## src/include/datapath_config.svh

```systemverilog
`ifndef DATAPATH_CONFIG_SVH
`define DATAPATH_CONFIG_SVH

// word and storage sizes
`define DP_WIDTH      32
`define DP_REGS       16
`define DP_MEM_DEPTH  512

// instruction field layout
// opcode 31..27, ra 26..23, rb 22..19, rc 18..15, C 18..0
`define DP_RA_LSB     23
`define DP_RB_LSB     19
`define DP_RC_LSB     15
`define DP_C_BITS     19

`endif

```

## src/rtl/datapathPkg.sv

```systemverilog
`include "datapath_config.svh"

package datapathPkg;

    // one word on the shared bus
    typedef logic [`DP_WIDTH-1:0] wordT;

    // index into the general register file
    typedef logic [$clog2(`DP_REGS)-1:0] regIndexT;

    // ALU operation picked from the ALU strobes
    typedef enum logic [3:0] {
        aluAdd  = 4'd0,     // a + b
        aluSub  = 4'd1,     // a - b
        aluAnd  = 4'd2,     // a & b
        aluOr   = 4'd3,     // a | b
        aluShl  = 4'd4,     // a << b[4:0]
        aluShr  = 4'd5,     // a >> b[4:0], logical
        aluNeg  = 4'd6,     // two's complement of b
        aluNot  = 4'd7,     // ones' complement of b
        aluMul  = 4'd8,     // signed a * b, full 64 bits
        aluInc  = 4'd9,     // b + 1, used for the PC
        aluPass = 4'd10     // b passes through
    } aluOpT;

endpackage

```

## src/rtl/registerFile.sv

```systemverilog
`include "datapath_config.svh"

module registerFile (
    input  logic                  clock,
    input  logic                  reset,
    input  logic                  writeEnable,
    input  logic                  readEnable,
    input  logic                  baOut,
    input  datapathPkg::regIndexT index,
    input  datapathPkg::wordT     busIn,
    output datapathPkg::wordT     readData
);

    datapathPkg::wordT regs [`DP_REGS];     // R0 .. R15

    always_ff @(posedge clock) begin
        if (reset) begin
            for (int i = 0; i < `DP_REGS; i++) begin
                regs[i] <= '0;
            end
        end else if (writeEnable) begin
            regs[index] <= busIn;               // write port fed from the bus
        end
    end

    // single read port onto the bus
    always_comb begin
        if (!readEnable) begin
            readData = '0;
        end else if (baOut && (index == '0)) begin
            readData = '0;                      // base-address mode, R0 is zero
        end else begin
            readData = regs[index];
        end
    end

endmodule

```

## config.mk

```make
export PLATFORM = sky130hd
export DESIGN_NAME = registerFile
export DESIGN_NICKNAME = d
export VERILOG_FILES = /design/src/rtl/datapathPkg.sv /design/src/rtl/registerFile.sv
export VERILOG_INCLUDE_DIRS = /design/src /design/src/include
export SDC_FILE = /design/constraint.sdc
export NUM_CORES = 1
export LEC_CHECK = 0
export BUFFER_PORTS_ARGS = -buffer_cell sky130_fd_sc_hd__buf_2
export CORE_ASPECT_RATIO = 0.5
export CORE_UTILIZATION = 40
export CTS_BUF_LIST = sky130_fd_sc_hd__clkbuf_2 sky130_fd_sc_hd__clkbuf_4 sky130_fd_sc_hd__clkbuf_8
export DETAILED_ROUTE_END_ITERATION = 6
export GPL_ROUTABILITY_DRIVEN = 1
export PLACE_DENSITY_LB_ADDON = 0.12
export RECOVER_POWER = 100
export SLEW_MARGIN = 20
export SYNTH_ARGS = -nofsm -noshare
export SYNTH_HDL_FRONTEND = slang
export SYNTH_SLANG_ARGS = --single-unit
```

## constraint.sdc

```tcl
create_clock -name clock -period 2.05 [get_ports clock]
set_input_delay 0.3075 -clock clock [delete_from_list [all_inputs] [get_ports clock]]
set_output_delay 0.3075 -clock clock [all_outputs]
set_load 0.01 [all_outputs]
```

==> metrics <==
crit end category=primary output; worst relative slew slack=0.390; total CTS buffers=78; Final WS setup=-0.468 ns; slowest stage delay, CP=0.48 ns; Largest regs=regs x512; Fin. Hold Viols=0; Initial Util=0.410; max FFs per register=512; CP bufs+invs=1; total congestion overflow=0; CTS tree=done; vias in the first global route=13180; Core Region=56200 µm²; gr usage total=0.220; most frequent cells in the layout=512 x edfxtp_1, 379 x and2_1, 133 x and2_0; Cells after DPL=2219; CP max-delay cell=mux4_2; root buffer cell=clkbuf_8; commonest non-fill, non-tap cell in the layout=edfxtp_1; GPL Wtd Cong=0.773; Slew @ Worst Pin=0.915 ns; vias per cell=5.45; Pwr Density=842 nW/µm²; CP Max Fanout=1; Syn. warnings=0; hpwl dp=39600 µm; Layout area overhead=14.1%; Mean Syn Cell Area=16.5 µm²; maximum VDD drop=0.000364 V; period utilization=1.23; Mapped Cells=1396; # diodes=0; final setup fails=41; drt pass-1 iters=4; largest register by flop count=regs; share of cells above drive strength 1=0.281; Die X=341 µm; number of buffers inserted by hold repair at cts=0; CTS sink count=512; post-route minimum period=2.52 ns; Iter 0 DRT Violations=1230; final net count=1584; fin. max-slew vios=0; clock-pin slew on the worst setup and hold paths=0.07 ns; delay-heaviest family, CP=compound AO/OA/AOI/OAI gates; Static Leak=9.16 nW; antenna violations before repair=4; sequential share of the synthesized area=0.668; CP required=1.74 ns; WL/cell=26.9 µm; total wire length=62900 µm; CP cell instances=mux4_2 -> a22o_1 -> a221o_1 -> buf_2; Netlist cell types=33; post-synthesis cell area=23000 µm²; die area=58500 µm²; max capacitance violation total=0; first-pass GRT wire length=91100 µm; CTS H-tree lvls=3; flops & latches, synth=512; Setup crit start kind=register; Post-Route Utilization=0.467; worst-case clock buffer depth=3; Tightest Hold Check Type=in -> reg; port bufs=72; failing checks=negative setup slack; Non-Filler Instances=2339; status=complete, but fails checks; Rows=61; RSZ-0062 raised after global routing=true; drt drc=0; Final ANT Viol Nets=0; Fmax=397 MHz; post-CTS setup buffer count=0; Syn Nets=1437; IO Count=73; Die Ht=172 µm; Crit Path Category=reg -> out; Arr. time, crit path=2.21 ns; detailed-route via count=12743; maximum number of pins on one net before global-route repair=30
[per-layer routing]
metal / vias to the layer above / share of wire / wire, µm / GRT usage
met3: 72 / 0.056 / 3530 / 0.0369
met5: - / 0 / 0 / 0
met4: 0 / 0.013 / 826 / 0.0470
met1: 6750 / 0.48 / 30400 / 0.333
met2: 421 / 0.45 / 28100 / 0.333
li1: 5500 / - / - / -
[final timing paths]
path	depth (start not counted)	slack [ns]	to	start
min	2	0.11	regs[5][16]	busIn[16]
max	4	-0.47	readData[23]	regs[15][23]
[repair_timing]
item	CTS	global route
setup endpoints to repair	32	32
pin swaps	30	0
gates resized for setup	8	3
endpoints found under the hold margin	0	0
[through the flow]
step / cell area, µm² / hold WS (ns) / setup WS, ns / setup TNS [ns] / total power (W)
global placement: 25400 / 0.753 / -0.291 / -69.38 / 0.0143
detailed placement: 25400 / 0.764 / -0.311 / -73.42 / 0.0144
global route: 26200 / 0.0942 / -0.535 / -26.89 / 0.0229
floorplan: 23000 / 0.506 / 0.0273 / 0 / 0.0135
CTS: 26700 / 0.0426 / -0.516 / -14.64 / 0.0224
finish: 26200 / 0.110 / -0.468 / -12.53 / 0.0221
[cells in the mapped netlist (all sizes together)]
library cell,count,area share
nand2b,2,0.00054
nor3b,1,0.00033
mux2i,1,0.00044
a221o,31,0.013
o31ai,1,0.00033
and3,2,0.00054
o311ai,1,0.00038
nand4b,1,0.00038
and3b,2,0.00076
buf,35,0.011
clkbuf,95,0.016
a22o,31,0.012
and2,513,0.14
nand2,1,0.00016
nand4bb,2,0.00098
mux4,127,0.13
or3b,1,0.00038
or2,16,0.0044
nor2,13,0.0024
mux2,1,0.00049
inv,1,0.00016
nor3,4,0.0013
a32oi,1,0.00038
edfxtp,512,0.67
or4b,1,0.00060
[cell families after synthesis]
group           Yosys count  synth area share
compound gates           65            0.0264
mux                     129             0.126
simple gates            559             0.152
buf+inv                 131            0.0267
flops                   512             0.668
[area by class of cell]
cell class,instances,area (µm²)
clock buffers,101,1250
clock inverters,19,119
fillers,4899,29900
inverters,1,3.75
multi-input cells,753,7010
flip-flops and latches,512,15400
well taps,756,946
repair buffers,197,1530
[power by group]
group	internal, W	switching [W]
combinational	0.000799	0.00100
clock	0.00406	0.00396
sequential	0.0121	0.000158
total	0.0170	0.00513
No activity file was read; power rests on OpenSTA's default activity.
