### src/include/datapath_config.svh
`ifndef DATAPATH_CONFIG_SVH
`define DATAPATH_CONFIG_SVH

// word and storage sizes
`define DP_WIDTH      32
`define DP_REGS       16
`define DP_MEM_DEPTH  512

// instruction field layout
// opcode 31..27, ra 26..23, rb 22..19, rc 18..15, C 18..0
`define DP_RA_LSB     23
`define DP_RB_LSB     19
`define DP_RC_LSB     15
`define DP_C_BITS     19

`endif

### src/rtl/datapathPkg.sv
`include "datapath_config.svh"

package datapathPkg;

    // one word on the shared bus
    typedef logic [`DP_WIDTH-1:0] wordT;

    // index into the general register file
    typedef logic [$clog2(`DP_REGS)-1:0] regIndexT;

    // ALU operation picked from the ALU strobes
    typedef enum logic [3:0] {
        aluAdd  = 4'd0,     // a + b
        aluSub  = 4'd1,     // a - b
        aluAnd  = 4'd2,     // a & b
        aluOr   = 4'd3,     // a | b
        aluShl  = 4'd4,     // a << b[4:0]
        aluShr  = 4'd5,     // a >> b[4:0], logical
        aluNeg  = 4'd6,     // two's complement of b
        aluNot  = 4'd7,     // ones' complement of b
        aluMul  = 4'd8,     // signed a * b, full 64 bits
        aluInc  = 4'd9,     // b + 1, used for the PC
        aluPass = 4'd10     // b passes through
    } aluOpT;

endpackage

### src/rtl/alu.sv
`include "datapath_config.svh"

module alu (
    input  datapathPkg::aluOpT      op,
    input  datapathPkg::wordT       a,         // from Y
    input  datapathPkg::wordT       b,         // from the bus
    output logic [2*`DP_WIDTH-1:0]  result
);

    localparam int ShiftBits = $clog2(`DP_WIDTH);

    datapathPkg::wordT              narrow;    // 32-bit result of the simple ops
    logic signed [2*`DP_WIDTH-1:0]  product;
    logic [ShiftBits-1:0]           shiftCount;

    assign shiftCount = b[ShiftBits-1:0];

    // both operands are signed, so they extend to 64 bits before the multiply
    assign product = $signed(a) * $signed(b);

    always_comb begin
        case (op)
            datapathPkg::aluAdd: begin
                narrow = a + b;
            end
            datapathPkg::aluSub: begin
                narrow = a - b;
            end
            datapathPkg::aluAnd: begin
                narrow = a & b;
            end
            datapathPkg::aluOr: begin
                narrow = a | b;
            end
            datapathPkg::aluShl: begin
                narrow = a << shiftCount;
            end
            datapathPkg::aluShr: begin
                narrow = a >> shiftCount;    // logical, zero fill
            end
            datapathPkg::aluNeg: begin
                narrow = -b;
            end
            datapathPkg::aluNot: begin
                narrow = ~b;
            end
            datapathPkg::aluInc: begin
                narrow = b + 1'b1;           // PC + 1 during fetch
            end
            default: begin
                narrow = b;                  // pass, also covers mul's low half unused
            end
        endcase
    end

    // multiply keeps all 64 bits, everything else lands in Z low
    always_comb begin
        if (op == datapathPkg::aluMul) begin
            result = product;
        end else begin
            result = {{`DP_WIDTH{1'b0}}, narrow};
        end
    end

endmodule

### config.mk
export PLATFORM = sky130hd
export DESIGN_NAME = alu
export DESIGN_NICKNAME = d
export VERILOG_FILES = /design/src/rtl/datapathPkg.sv /design/src/rtl/alu.sv
export VERILOG_INCLUDE_DIRS = /design/src /design/src/include
export SDC_FILE = /design/constraint.sdc
export NUM_CORES = 2
export LEC_CHECK = 0
export ABC_CLOCK_PERIOD_IN_PS = 15700
export BUFFER_PORTS_ARGS = -buffer_cell sky130_fd_sc_hd__buf_2
export CAP_MARGIN = 20
export CORE_MARGIN = 5
export CORE_UTILIZATION = 45
export DETAILED_ROUTE_END_ITERATION = 12
export GPL_ROUTABILITY_DRIVEN = 0
export PLACE_DENSITY = 0.67
export SYNTH_ARGS = -nofsm -noshare
export SYNTH_HDL_FRONTEND = slang
export SYNTH_SLANG_ARGS = --single-unit
### constraint.sdc
create_clock -name vclk -period 15.7
set_clock_uncertainty 0.05 [all_clocks]
set_input_delay 3.925 -clock vclk [all_inputs]
set_output_delay 3.925 -clock vclk [all_outputs]
set_load 0.01 [all_outputs]
==> results.txt <==
final cell count without fillers: 6815
Worst Max-Slew Pin Slew: 1115 ps
hold_buf cts: 0
First-pass DRT Iterations: 9
die area: 0.1050 mm^2
crit-path max cell delay: 570 ps
area grow syn2layout: 12.38%
Detailed Place HPWL: 137000 um
crit path max-delay cell type: fa_1
Fin Hold WS: 8559 ps
Fmax: 64.31 MHz
Critical Path AT: 11570 ps
Avg WL per Cell: 24.27 um
Worst Hold Class: input port to primary output
outcome: completed
Worst EP required: 11730 ps
routed vias: 40291
Fin. Hold Viols: 0
vias per cell: 5.912
footprint of the multi-input gates: 0.03960 mm^2
initial antenna violation count: 15
core area: 0.09813 mm^2
Yosys Warn Count: 0
Max Slew Vio Count: 0
commonest non-fill, non-tap cells in the layout: fa_1, inv_1, nand2_1, nor2_1, buf_4
CP Capture Type: primary output
Routed WL: 165400 um
Synth cell types: 84
largest net degree at the start of global routing: 65
RSZ-0062 raised after global routing: yes
Mapped Area: 0.04439 mm^2
Synth Instances: 5252
Critical Path Start Type: input port
Final Util: 50.84%
layout filler cell count: 9292
count of flip-flops and latches: 0
first-pass GRT wire length: 253100 um
GRT overflow: 0
FF+latch area: 0 um^2
Starting Density: 45.24%
Total GRT Usage: 31.73%
row count: 115
Avg Inst Size Synth: 8.452 um^2
buffers and inverters on the worst path: 11
Ports: 132
DRC: 0
chip width: 324.1 um
Crit Path Class: input port to primary output
most common cell after layout, fill and taps aside: fa_1
share of cells above drive strength 1: 13.85%
sequential share of the synthesized area: 0%
Most common cell on crit path: fa_1
Mapped Nets: 6650
Final min period: 15550 ps
CP max FO: 7
max_cap viols: 0
placed insts: 6789
die height: 324.1 um
final setup fails: 0
Port Buffers: 132
period utilisation layout: 99.04%
number of global-route vias before repair: 41636
Final #Nets: 6923
CLK BUF: 0
DRT iter0 DRCs: 4708
Post-DRT Antenna Nets: 0
Slew Limit Headroom: 24.90%
CP top delay family: adder cells
## worst paths after layout
| path | from | endpoint | depth (start not counted) |
|---|---|---|---|
| worst min-delay path | b[11] | result[11] | 5 |
| worst max-delay path | b[16] | result[48] | 30 |
## cells by family after synthesis
group / after synthesis / share of synthesized area (%)
simple gates: 1648 / 16.60
fa+ha+maj: 1330 / 55.82
xor+xnor: 101 / 1.993
mux: 103 / 3.667
compound gates: 723 / 10.48
buf+inv: 1347 / 11.44
## worst min-delay path, delay by kind of cell
| family | cells | cell delay (ps) |
|---|---|---|
| AOI/OAI and AO/OA | 1 | 220 |
| buffers and inverters | 3 | 420 |
| and+or+nand+nor | 1 | 110 |
## per-layer routing
layer  up-vias  part of all wire [%]  track usage [%]
met1     19999                    35            39.95
met2      2781                    43            47.48
li1      16755                     -                -
met3       750                    13            9.365
met5         -                 0.022                0
met4         6                   9.3            21.43
## Yosys cell counts, types with 8 or more instances
master / count / area share (%)
fa_1: 1084 / 49
inv_1: 990 / 8.4
nand2_1: 631 / 5.3
nor2_1: 525 / 4.4
clkbuf_1: 282 / 2.4
and2_1: 247 / 3.5
ha_1: 246 / 6.9
o21ai_0: 186 / 2.1
a21oi_1: 181 / 2.0
xnor2_1: 58 / 1.1
a21o_1: 50 / 0.85
mux2i_1: 49 / 1.1
mux4_2: 47 / 2.4
nor2b_1: 46 / 0.65
xor2_1: 43 / 0.85
buf_1: 40 / 0.34
nor3_1: 39 / 0.44
nand3_1: 37 / 0.42
a221oi_1: 33 / 0.65
nand2b_1: 30 / 0.42
o21a_1: 27 / 0.46
a31oi_1: 25 / 0.35
o211ai_1: 25 / 0.42
o22ai_1: 25 / 0.35
o21bai_1: 24 / 0.41
a211oi_1: 23 / 0.39
nand4_1: 23 / 0.32
and3_1: 20 / 0.28
clkinv_1: 17 / 0.14
o221ai_1: 16 / 0.32
buf_2: 15 / 0.17
or3_1: 13 / 0.18
o21ai_1: 11 / 0.12
a211o_1: 9 / 0.18
o31ai_1: 8 / 0.14
## what timing repair did
action,CTS,global route
setup buffers,1,18
endpoints found under the setup margin,17,26
cloned,0,1
gates resized for setup,12,110
pin swaps,2,26
## layout make-up
class / count / share of cell area, %
diodes: 5 / 0.02508
inverters: 1008 / 7.697
multi-input cells: 3905 / 79.38
well taps: 1287 / 3.228
repair buffers: 610 / 9.669
## per-stage QoR
step                      setup slack (ps)  area, um^2  setup TNS, ps
final                                151.1       49890              0
after global routing                -83.25       49880         -183.6
after CTS                           -22.24       49290         -22.24
after detailed placement            -659.5       49240          -3931
after global placement              -699.7       49240          -4310
after floorplan                      39.57       44400              0
