==> src/include/datapath_config.svh <==
`ifndef DATAPATH_CONFIG_SVH
`define DATAPATH_CONFIG_SVH

// word and storage sizes
`define DP_WIDTH      32
`define DP_REGS       16
`define DP_MEM_DEPTH  512

// instruction field layout
// opcode 31..27, ra 26..23, rb 22..19, rc 18..15, C 18..0
`define DP_RA_LSB     23
`define DP_RB_LSB     19
`define DP_RC_LSB     15
`define DP_C_BITS     19

`endif

==> src/rtl/datapathPkg.sv <==
`include "datapath_config.svh"

package datapathPkg;

    // one word on the shared bus
    typedef logic [`DP_WIDTH-1:0] wordT;

    // index into the general register file
    typedef logic [$clog2(`DP_REGS)-1:0] regIndexT;

    // ALU operation picked from the ALU strobes
    typedef enum logic [3:0] {
        aluAdd  = 4'd0,     // a + b
        aluSub  = 4'd1,     // a - b
        aluAnd  = 4'd2,     // a & b
        aluOr   = 4'd3,     // a | b
        aluShl  = 4'd4,     // a << b[4:0]
        aluShr  = 4'd5,     // a >> b[4:0], logical
        aluNeg  = 4'd6,     // two's complement of b
        aluNot  = 4'd7,     // ones' complement of b
        aluMul  = 4'd8,     // signed a * b, full 64 bits
        aluInc  = 4'd9,     // b + 1, used for the PC
        aluPass = 4'd10     // b passes through
    } aluOpT;

endpackage

==> src/rtl/selectEncode.sv <==
`include "datapath_config.svh"

module selectEncode (
    input  datapathPkg::wordT     ir,
    input  logic                  gra,
    input  logic                  grb,
    input  logic                  grc,
    input  logic                  rIn,
    input  logic                  rOut,
    input  logic                  baOut,
    output datapathPkg::regIndexT index,
    output logic                  writeEnable,
    output logic                  readEnable,
    output datapathPkg::wordT     cSign
);

    localparam int IndexBits = $bits(datapathPkg::regIndexT);

    datapathPkg::regIndexT raField;
    datapathPkg::regIndexT rbField;
    datapathPkg::regIndexT rcField;
    logic                  anySelect;

    assign raField = ir[`DP_RA_LSB +: IndexBits];
    assign rbField = ir[`DP_RB_LSB +: IndexBits];
    assign rcField = ir[`DP_RC_LSB +: IndexBits];

    // the control step raises one select strobe, fields are OR-ed together
    assign index = ({IndexBits{gra}} & raField)
                 | ({IndexBits{grb}} & rbField)
                 | ({IndexBits{grc}} & rcField);

    assign anySelect = gra | grb | grc;

    // no register takes part unless a field was selected
    assign writeEnable = rIn & anySelect;
    assign readEnable  = (rOut | baOut) & anySelect;

    // C constant, sign bit is ir[18]
    assign cSign = {{(`DP_WIDTH - `DP_C_BITS){ir[`DP_C_BITS-1]}}, ir[`DP_C_BITS-1:0]};

endmodule

==> config.mk <==
export PLATFORM = sky130hd
export DESIGN_NAME = selectEncode
export DESIGN_NICKNAME = d
export VERILOG_FILES = /design/src/rtl/datapathPkg.sv /design/src/rtl/selectEncode.sv
export VERILOG_INCLUDE_DIRS = /design/src /design/src/include
export SDC_FILE = /design/constraint.sdc
export NUM_CORES = 1
export LEC_CHECK = 0
export ABC_AREA = 1
export ABC_CLOCK_PERIOD_IN_PS = 800
export BUFFER_PORTS_ARGS = -buffer_cell sky130_fd_sc_hd__buf_2
export CAP_MARGIN = 20
export CORE_MARGIN = 5
export CORE_UTILIZATION = 22
export DETAILED_ROUTE_END_ITERATION = 16
export PLACE_DENSITY = 0.85
export SETUP_SLACK_MARGIN = 0.02
export SYNTH_ARGS = -nofsm -noshare
export SYNTH_HDL_FRONTEND = slang
export SYNTH_SLANG_ARGS = --single-unit
==> constraint.sdc <==
create_clock -name vclk -period 0.8
set_clock_uncertainty 0.1 [all_clocks]
set_input_delay 0.16 -clock vclk [all_inputs]
set_output_delay 0.16 -clock vclk [all_outputs]
set_load 0.005 [all_outputs]
==> results of run 1 <==
worst max path at each step:
stage               startpoint     endpoint  cells after the start
floorplan                  gra   readEnable                      2
global placement           gra   readEnable                      4
detailed placement         gra   readEnable                      4
CTS                        grb  writeEnable                      4
global route               gra  writeEnable                      4
finish                     gra  writeEnable                      4
layer usage:
layer | track usage | share of wire | vias to the layer above
met1 | 0.0586 | 0.28 | 142
met2 | 0.137 | 0.49 | 38
met4 | 0.0269 | 0.054 | 0
met5 | 0 | 0 | -
met3 | 0.0307 | 0.17 | 6
li1 | - | - | 157
area by class of cell:
class | instances | area, um^2
Fill cell | 156 | 1030
Inverter | 2 | 7.51
Tap cell | 16 | 20.0
Multi-Input combinational cell | 20 | 130
Timing Repair Buffer | 43 | 288
logic make-up (layout without fill, tap and decap cells):
group,Yosys count,count (layout),synth area share
buffers and inverters,34,45,0.750
AND/OR/NAND/NOR,18,18,0.220
AO/OA/AOI/OAI,2,2,0.0303
metrics by stage:
stage,instance area (um^2),setup WS (ns),total power (uW)
final,445,-0.0370,245
after global routing,445,-0.0486,268
after CTS,388,-0.0222,212
after detailed placement,330,-0.0935,180
after global placement,330,-0.0689,176
after floorplan,330,0.187,165
report_power, final:
group          internal, uW  switching [uW]
Clock                     0               0
Sequential                0               0
Combinational           140             105
placed cells by master (no fill, tap or decap), drive strengths merged:
master | synthesis | final
inv | 2 | 2
nand3 | 4 | 4
buf | 32 | 43
a21oi | 2 | 2
nand2 | 12 | 12
nor2 | 2 | 2
what timing repair did:
item	CTS	global route
resized for setup	17	14
pin swaps	4	3
setup endpoints to repair	17	7
==> flow_metrics.env, run 1 <==
export IMPL_drive_gt1_frac=0.862
export IMPL_first_pass_iters=2
export IMPL_slowest_delay_ns=0.12
export IMPL_yosysMostFrequentCell="buf_4"
export IMPL_cp_end_kind="primary output"
export IMPL_die_x_um=48.8
export IMPL_critPathLaunchType="primary input"
export IMPL_post_cts_setup_buffers=0
export IMPL_io_buffers=41
export IMPL_dp_hpwl_um=774
export IMPL_final_nets=105
export IMPL_synth_area_top_cells="buf_4, nand2_1, nand3_1, a21oi_1, nor2_1"
export IMPL_die_height_um=48.8
export IMPL_grt_pass1_vias=341
export IMPL_vdd_drop_max_uv=245
export IMPL_crit_slowest_cell="nor2_4"
export IMPL_dp_cells=81
export IMPL_drt_iter0_markers=5
export IMPL_die_area_um2=2380
export IMPL_num_antenna_cells=0
export IMPL_critPathRequiredTime_ns=0.54
export IMPL_register_area_um2=0
export IMPL_crit_buf_inv=2
export IMPL_grt_pass1_wl_um=1390
export IMPL_yosysWarnings=0
export IMPL_hold_depth=0
export IMPL_synth_top_cells_by_count="buf_4, nand2_1, nand3_1, a21oi_1, nor2_1"
export IMPL_setup_viol=3
export IMPL_max_slew_margin=0.897
export IMPL_worstSetupPathType="primary input to primary output"
export IMPL_ctsHoldBuffers=0
export IMPL_synth_top_cell_area_share=0.727
export IMPL_hold_violations=0
export IMPL_instances_no_fill=81
export IMPL_arrival_ns=0.58
export IMPL_initial_core_util=0.224
export IMPL_power_density_nw_per_um2=551
export IMPL_grt_setup_unrepaired="true"
export IMPL_fp_coreArea_um2=1470
export IMPL_path_cells="buf_8 -> nor2_4 -> a21oi_2 -> buf_2"
export IMPL_clockBufferCount=0
export IMPL_grtUsageTotal=0.0695
export IMPL_final_util=0.303
export IMPL_timing_final_ws_setup_ns=-0.0370
export IMPL_final_max_slew_viol_count=0
export IMPL_cp_max_fo=5
export IMPL_ys_seq_area_frac=0
export IMPL_gp_congestion=0.667
export IMPL_ant_nets=0
export IMPL_ys_types=7
export IMPL_syn_avg_cell_area_um2=6.12
export IMPL_area_growth_pct=34.8
export IMPL_seq_cell_count=0
export IMPL_violations="setup timing"
export IMPL_avgRoutedWirePerCell_um=12.7
export IMPL_hp_class="primary input to primary output"
export IMPL_syn_num_nets=92
export IMPL_outcome="complete, but fails checks"
export IMPL_cap_violations=0
export IMPL_ioPinCount=76
export IMPL_vias=343
export IMPL_drt_wl_total_um=1030
export IMPL_fin_crit_ns=0.837
export IMPL_hold_end="cSign[3]"
export IMPL_worstMarginPinSlew_ns=0.154
export IMPL_crit_family="buffers and inverters"
export IMPL_netlist_area_um2=330
export IMPL_grt_max_degree=7
export IMPL_synth_largest_area_cell="buf_4"
export IMPL_p_leak_uw=0.000262
export IMPL_max_freq_mhz=1190
export IMPL_min_period_over_period=1.05
export IMPL_netlist_instances=54
export IMPL_holdWs_ns=0.220
export IMPL_avgViaCountPerCell=4.23
export IMPL_fin_setup_tns_ns=-0.0945
export IMPL_num_rows=14
export IMPL_globalRouteOverflowTotal=0
export IMPL_antenna_found_initial=0
export IMPL_min_from="ir[3]"
export IMPL_drc=0
Power figures use the tool's default switching activity.
==> run 2, diff against run 1 <==
--- a/config.mk
+++ b/config.mk
@@ -6,14 +6,13 @@
 export SDC_FILE = /design/constraint.sdc
 export NUM_CORES = 1
 export LEC_CHECK = 0
-export ABC_AREA = 1
 export ABC_CLOCK_PERIOD_IN_PS = 800
-export BUFFER_PORTS_ARGS = -buffer_cell sky130_fd_sc_hd__buf_2
 export CAP_MARGIN = 20
-export CORE_MARGIN = 5
-export CORE_UTILIZATION = 22
+export CORE_AREA = 5 5 42 44
 export DETAILED_ROUTE_END_ITERATION = 16
-export PLACE_DENSITY = 0.85
+export DIE_AREA = 0 0 47 49
+export DONT_BUFFER_PORTS = 1
+export PLACE_DENSITY = 0.42
 export SETUP_SLACK_MARGIN = 0.02
 export SYNTH_ARGS = -nofsm -noshare
 export SYNTH_HDL_FRONTEND = slang
==> constraint.sdc (replaced) <==
create_clock -name vclk -period 0.8
set_clock_uncertainty 0.1 [all_clocks]
set_input_delay 0.16 -clock vclk [all_inputs]
set_output_delay 0.16 -clock vclk [all_outputs]
set_load 0.01 [all_outputs]
==> run 2 against run 1 <==
  * The flow still finishes with violations (setup timing)
  * Setup slack worse by 0.050 ns
  * Die area down 3.1%
  * First-iteration DRC count is 80% higher
  * Total power decreased by 82%
  * Synthesized area fell by 4.9%
  * Critical path type unchanged
  * Critical endpoint is now index[0]
  * Largest power group unchanged
==> flow_metrics.env, run 2 <==
export IMPL_outcome="complete, but fails checks"
export IMPL_violations="setup timing"
export IMPL_synth_top_cells_by_count="buf_4, a222oi_1, inv_1, nor2_1"
export IMPL_path_cells="a222oi_1 -> inv_1"
export IMPL_switching_share=0.603
export IMPL_antenna_found_initial=0
export IMPL_max_slew_margin=0.800
export IMPL_clockBufferCount=0
export IMPL_setup_viol=4
export IMPL_num_antenna_cells=0
export IMPL_critPathRequiredTime_ns=0.54
export IMPL_final_nets=52
export IMPL_grt_setup_unrepaired="true"
export IMPL_slowest_delay_ns=0.33
export IMPL_drc=0
export IMPL_final_cell_mix="a222oi_1, inv_1, nor2_1"
export IMPL_arrival_ns=0.63
export IMPL_area_growth_pct=-68.5
export IMPL_drt_wl_total_um=530
export IMPL_timing_final_ws_setup_ns=-0.0865
export IMPL_pwr_share_clk=0
export IMPL_ant_nets=0
export IMPL_num_rows=14
export IMPL_post_cts_setup_buffers=0
export IMPL_worstSetupPathType="primary input to primary output"
export IMPL_dp_cells=28
export IMPL_netlist_instances=44
export IMPL_final_max_slew_viol_count=0
export IMPL_critPathLaunchType="primary input"
export IMPL_syn_avg_cell_area_um2=7.14
export IMPL_vias=146
export IMPL_cp_end_kind="primary output"
export IMPL_yosysMostFrequentCell="buf_4"
export IMPL_synth_top_cell_area_share=0.765
export IMPL_p_leak_uw=0.0000359
export IMPL_grtUsageTotal=0.0330
export IMPL_grt_max_degree=16
export IMPL_globalRouteOverflowTotal=0
export IMPL_first_pass_iters=4
export IMPL_hp_class="primary input to primary output"
export IMPL_hold_violations=0
export IMPL_die_height_um=49
export IMPL_die_x_um=47
export IMPL_grt_pass1_wl_um=607
export IMPL_ys_seq_area_frac=0
export IMPL_register_area_um2=0
export IMPL_p_int_uw=17.9
export IMPL_gp_congestion=0.447
export IMPL_initial_core_util=0.224
export IMPL_synth_largest_area_cell="buf_4"
export IMPL_power_density_nw_per_um2=455
export IMPL_vdd_drop_max_uv=30.6
export IMPL_power_uw=45.0
export IMPL_crit_slowest_cell="a222oi_1"
export IMPL_drt_iter0_markers=9
export IMPL_crit_buf_inv=1
export IMPL_dp_hpwl_um=471
export IMPL_instances_no_fill=28
export IMPL_crit_family="compound AO/OA/AOI/OAI gates"
export IMPL_yosysWarnings=0
export IMPL_avgViaCountPerCell=5.21
export IMPL_min_period_over_period=1.11
export IMPL_worstMarginPinSlew_ns=0.300
export IMPL_fp_coreArea_um2=1400
export IMPL_avgRoutedWirePerCell_um=18.9
export IMPL_sequentialPowerShare=0
export IMPL_cp_max_fo=1
export IMPL_switching_power_uw=27.1
export IMPL_p_comb_frac=1.000
export IMPL_ys_types=6
export IMPL_grt_pass1_vias=140
export IMPL_syn_num_nets=82
export IMPL_drive_gt1_frac=0.0833
export IMPL_cap_violations=0
export IMPL_fin_crit_ns=0.887
export IMPL_io_buffers=0
export IMPL_seq_cell_count=0
export IMPL_netlist_area_um2=314
export IMPL_max_freq_mhz=1130
export IMPL_die_area_um2=2300
export IMPL_ctsHoldBuffers=0
export IMPL_synth_area_top_cells="buf_4, a222oi_1, inv_1, nor2_1, nor2b_1"
export IMPL_ioPinCount=76
==> run 2: cell count changes in the layout (fill, tap and decap cells not counted), sizes merged <==
cell / before / now
nand3: 4 / 0
nand2: 12 / 0
a21oi: 2 / 0
inv: 2 / 4
nor2b: 0 / 1
buf: 43 / 0
a222oi: 0 / 4
nor3: 0 / 1
==> run 2: final cells by class <==
class                      count  area (um^2)
fill                         169         1300
inverter                       4         15.0
multi-input combinational      8         63.8
tap                           16         20.0
==> run 2: logic make-up (layout without fill, tap and decap cells) <==
kind of cell	Yosys count	after routing	synth area share
AND/OR/NAND/NOR	4	4	0.0598
buffers and inverters	36	4	0.813
AO/OA/AOI/OAI	4	4	0.127
==> run 2: power by group through the flow <==
stage	registers (uW)	clock network, uW	logic (uW)
finish	0	0	45.0
CTS	0	0	45.7
global placement	0	0	45.0
global route	0	0	50.6
detailed placement	0	0	44.9
floorplan	0	0	206
==> run 2: final timing paths <==
kind,cells after the start,slack (ns),end,from
setup / recovery,2,-0.09,index[0],ir[23]
hold / removal,0,0.22,cSign[11],ir[11]
==> run 2: repair_timing <==
item,CTS,global route
setup endpoints to repair,6,4
pin swaps,1,0
resized for setup,1,0
==> run 2: metal layers <==
metal	wire (um)	global-route usage	share of wire	vias to the layer above
li1	-	-	-	49
met1	105	0.0109	0.20	61
met2	211	0.0679	0.40	32
met3	200	0.0295	0.38	4
met4	13	0.0184	0.025	0
met5	0	0	0	-
==> run 2: stage by stage <==
| step | setup TNS (ns) | setup WS (ns) | hold WS (ns) | area (um^2) | util |
|---|---|---|---|---|---|
| after CTS | -0.264 | -0.0953 | 0.220 | 98.8 | 0.0705 |
| after detailed placement | -0.253 | -0.0935 | 0.220 | 93.8 | 0.0670 |
| after global routing | -0.450 | -0.138 | 0.220 | 98.8 | 0.0705 |
| after floorplan | -0.122 | -0.0304 | 0.312 | 314 | - |
| after global placement | -0.188 | -0.0539 | 0.220 | 93.8 | 0.0670 |
| final | -0.252 | -0.0865 | 0.220 | 98.8 | 0.0705 |
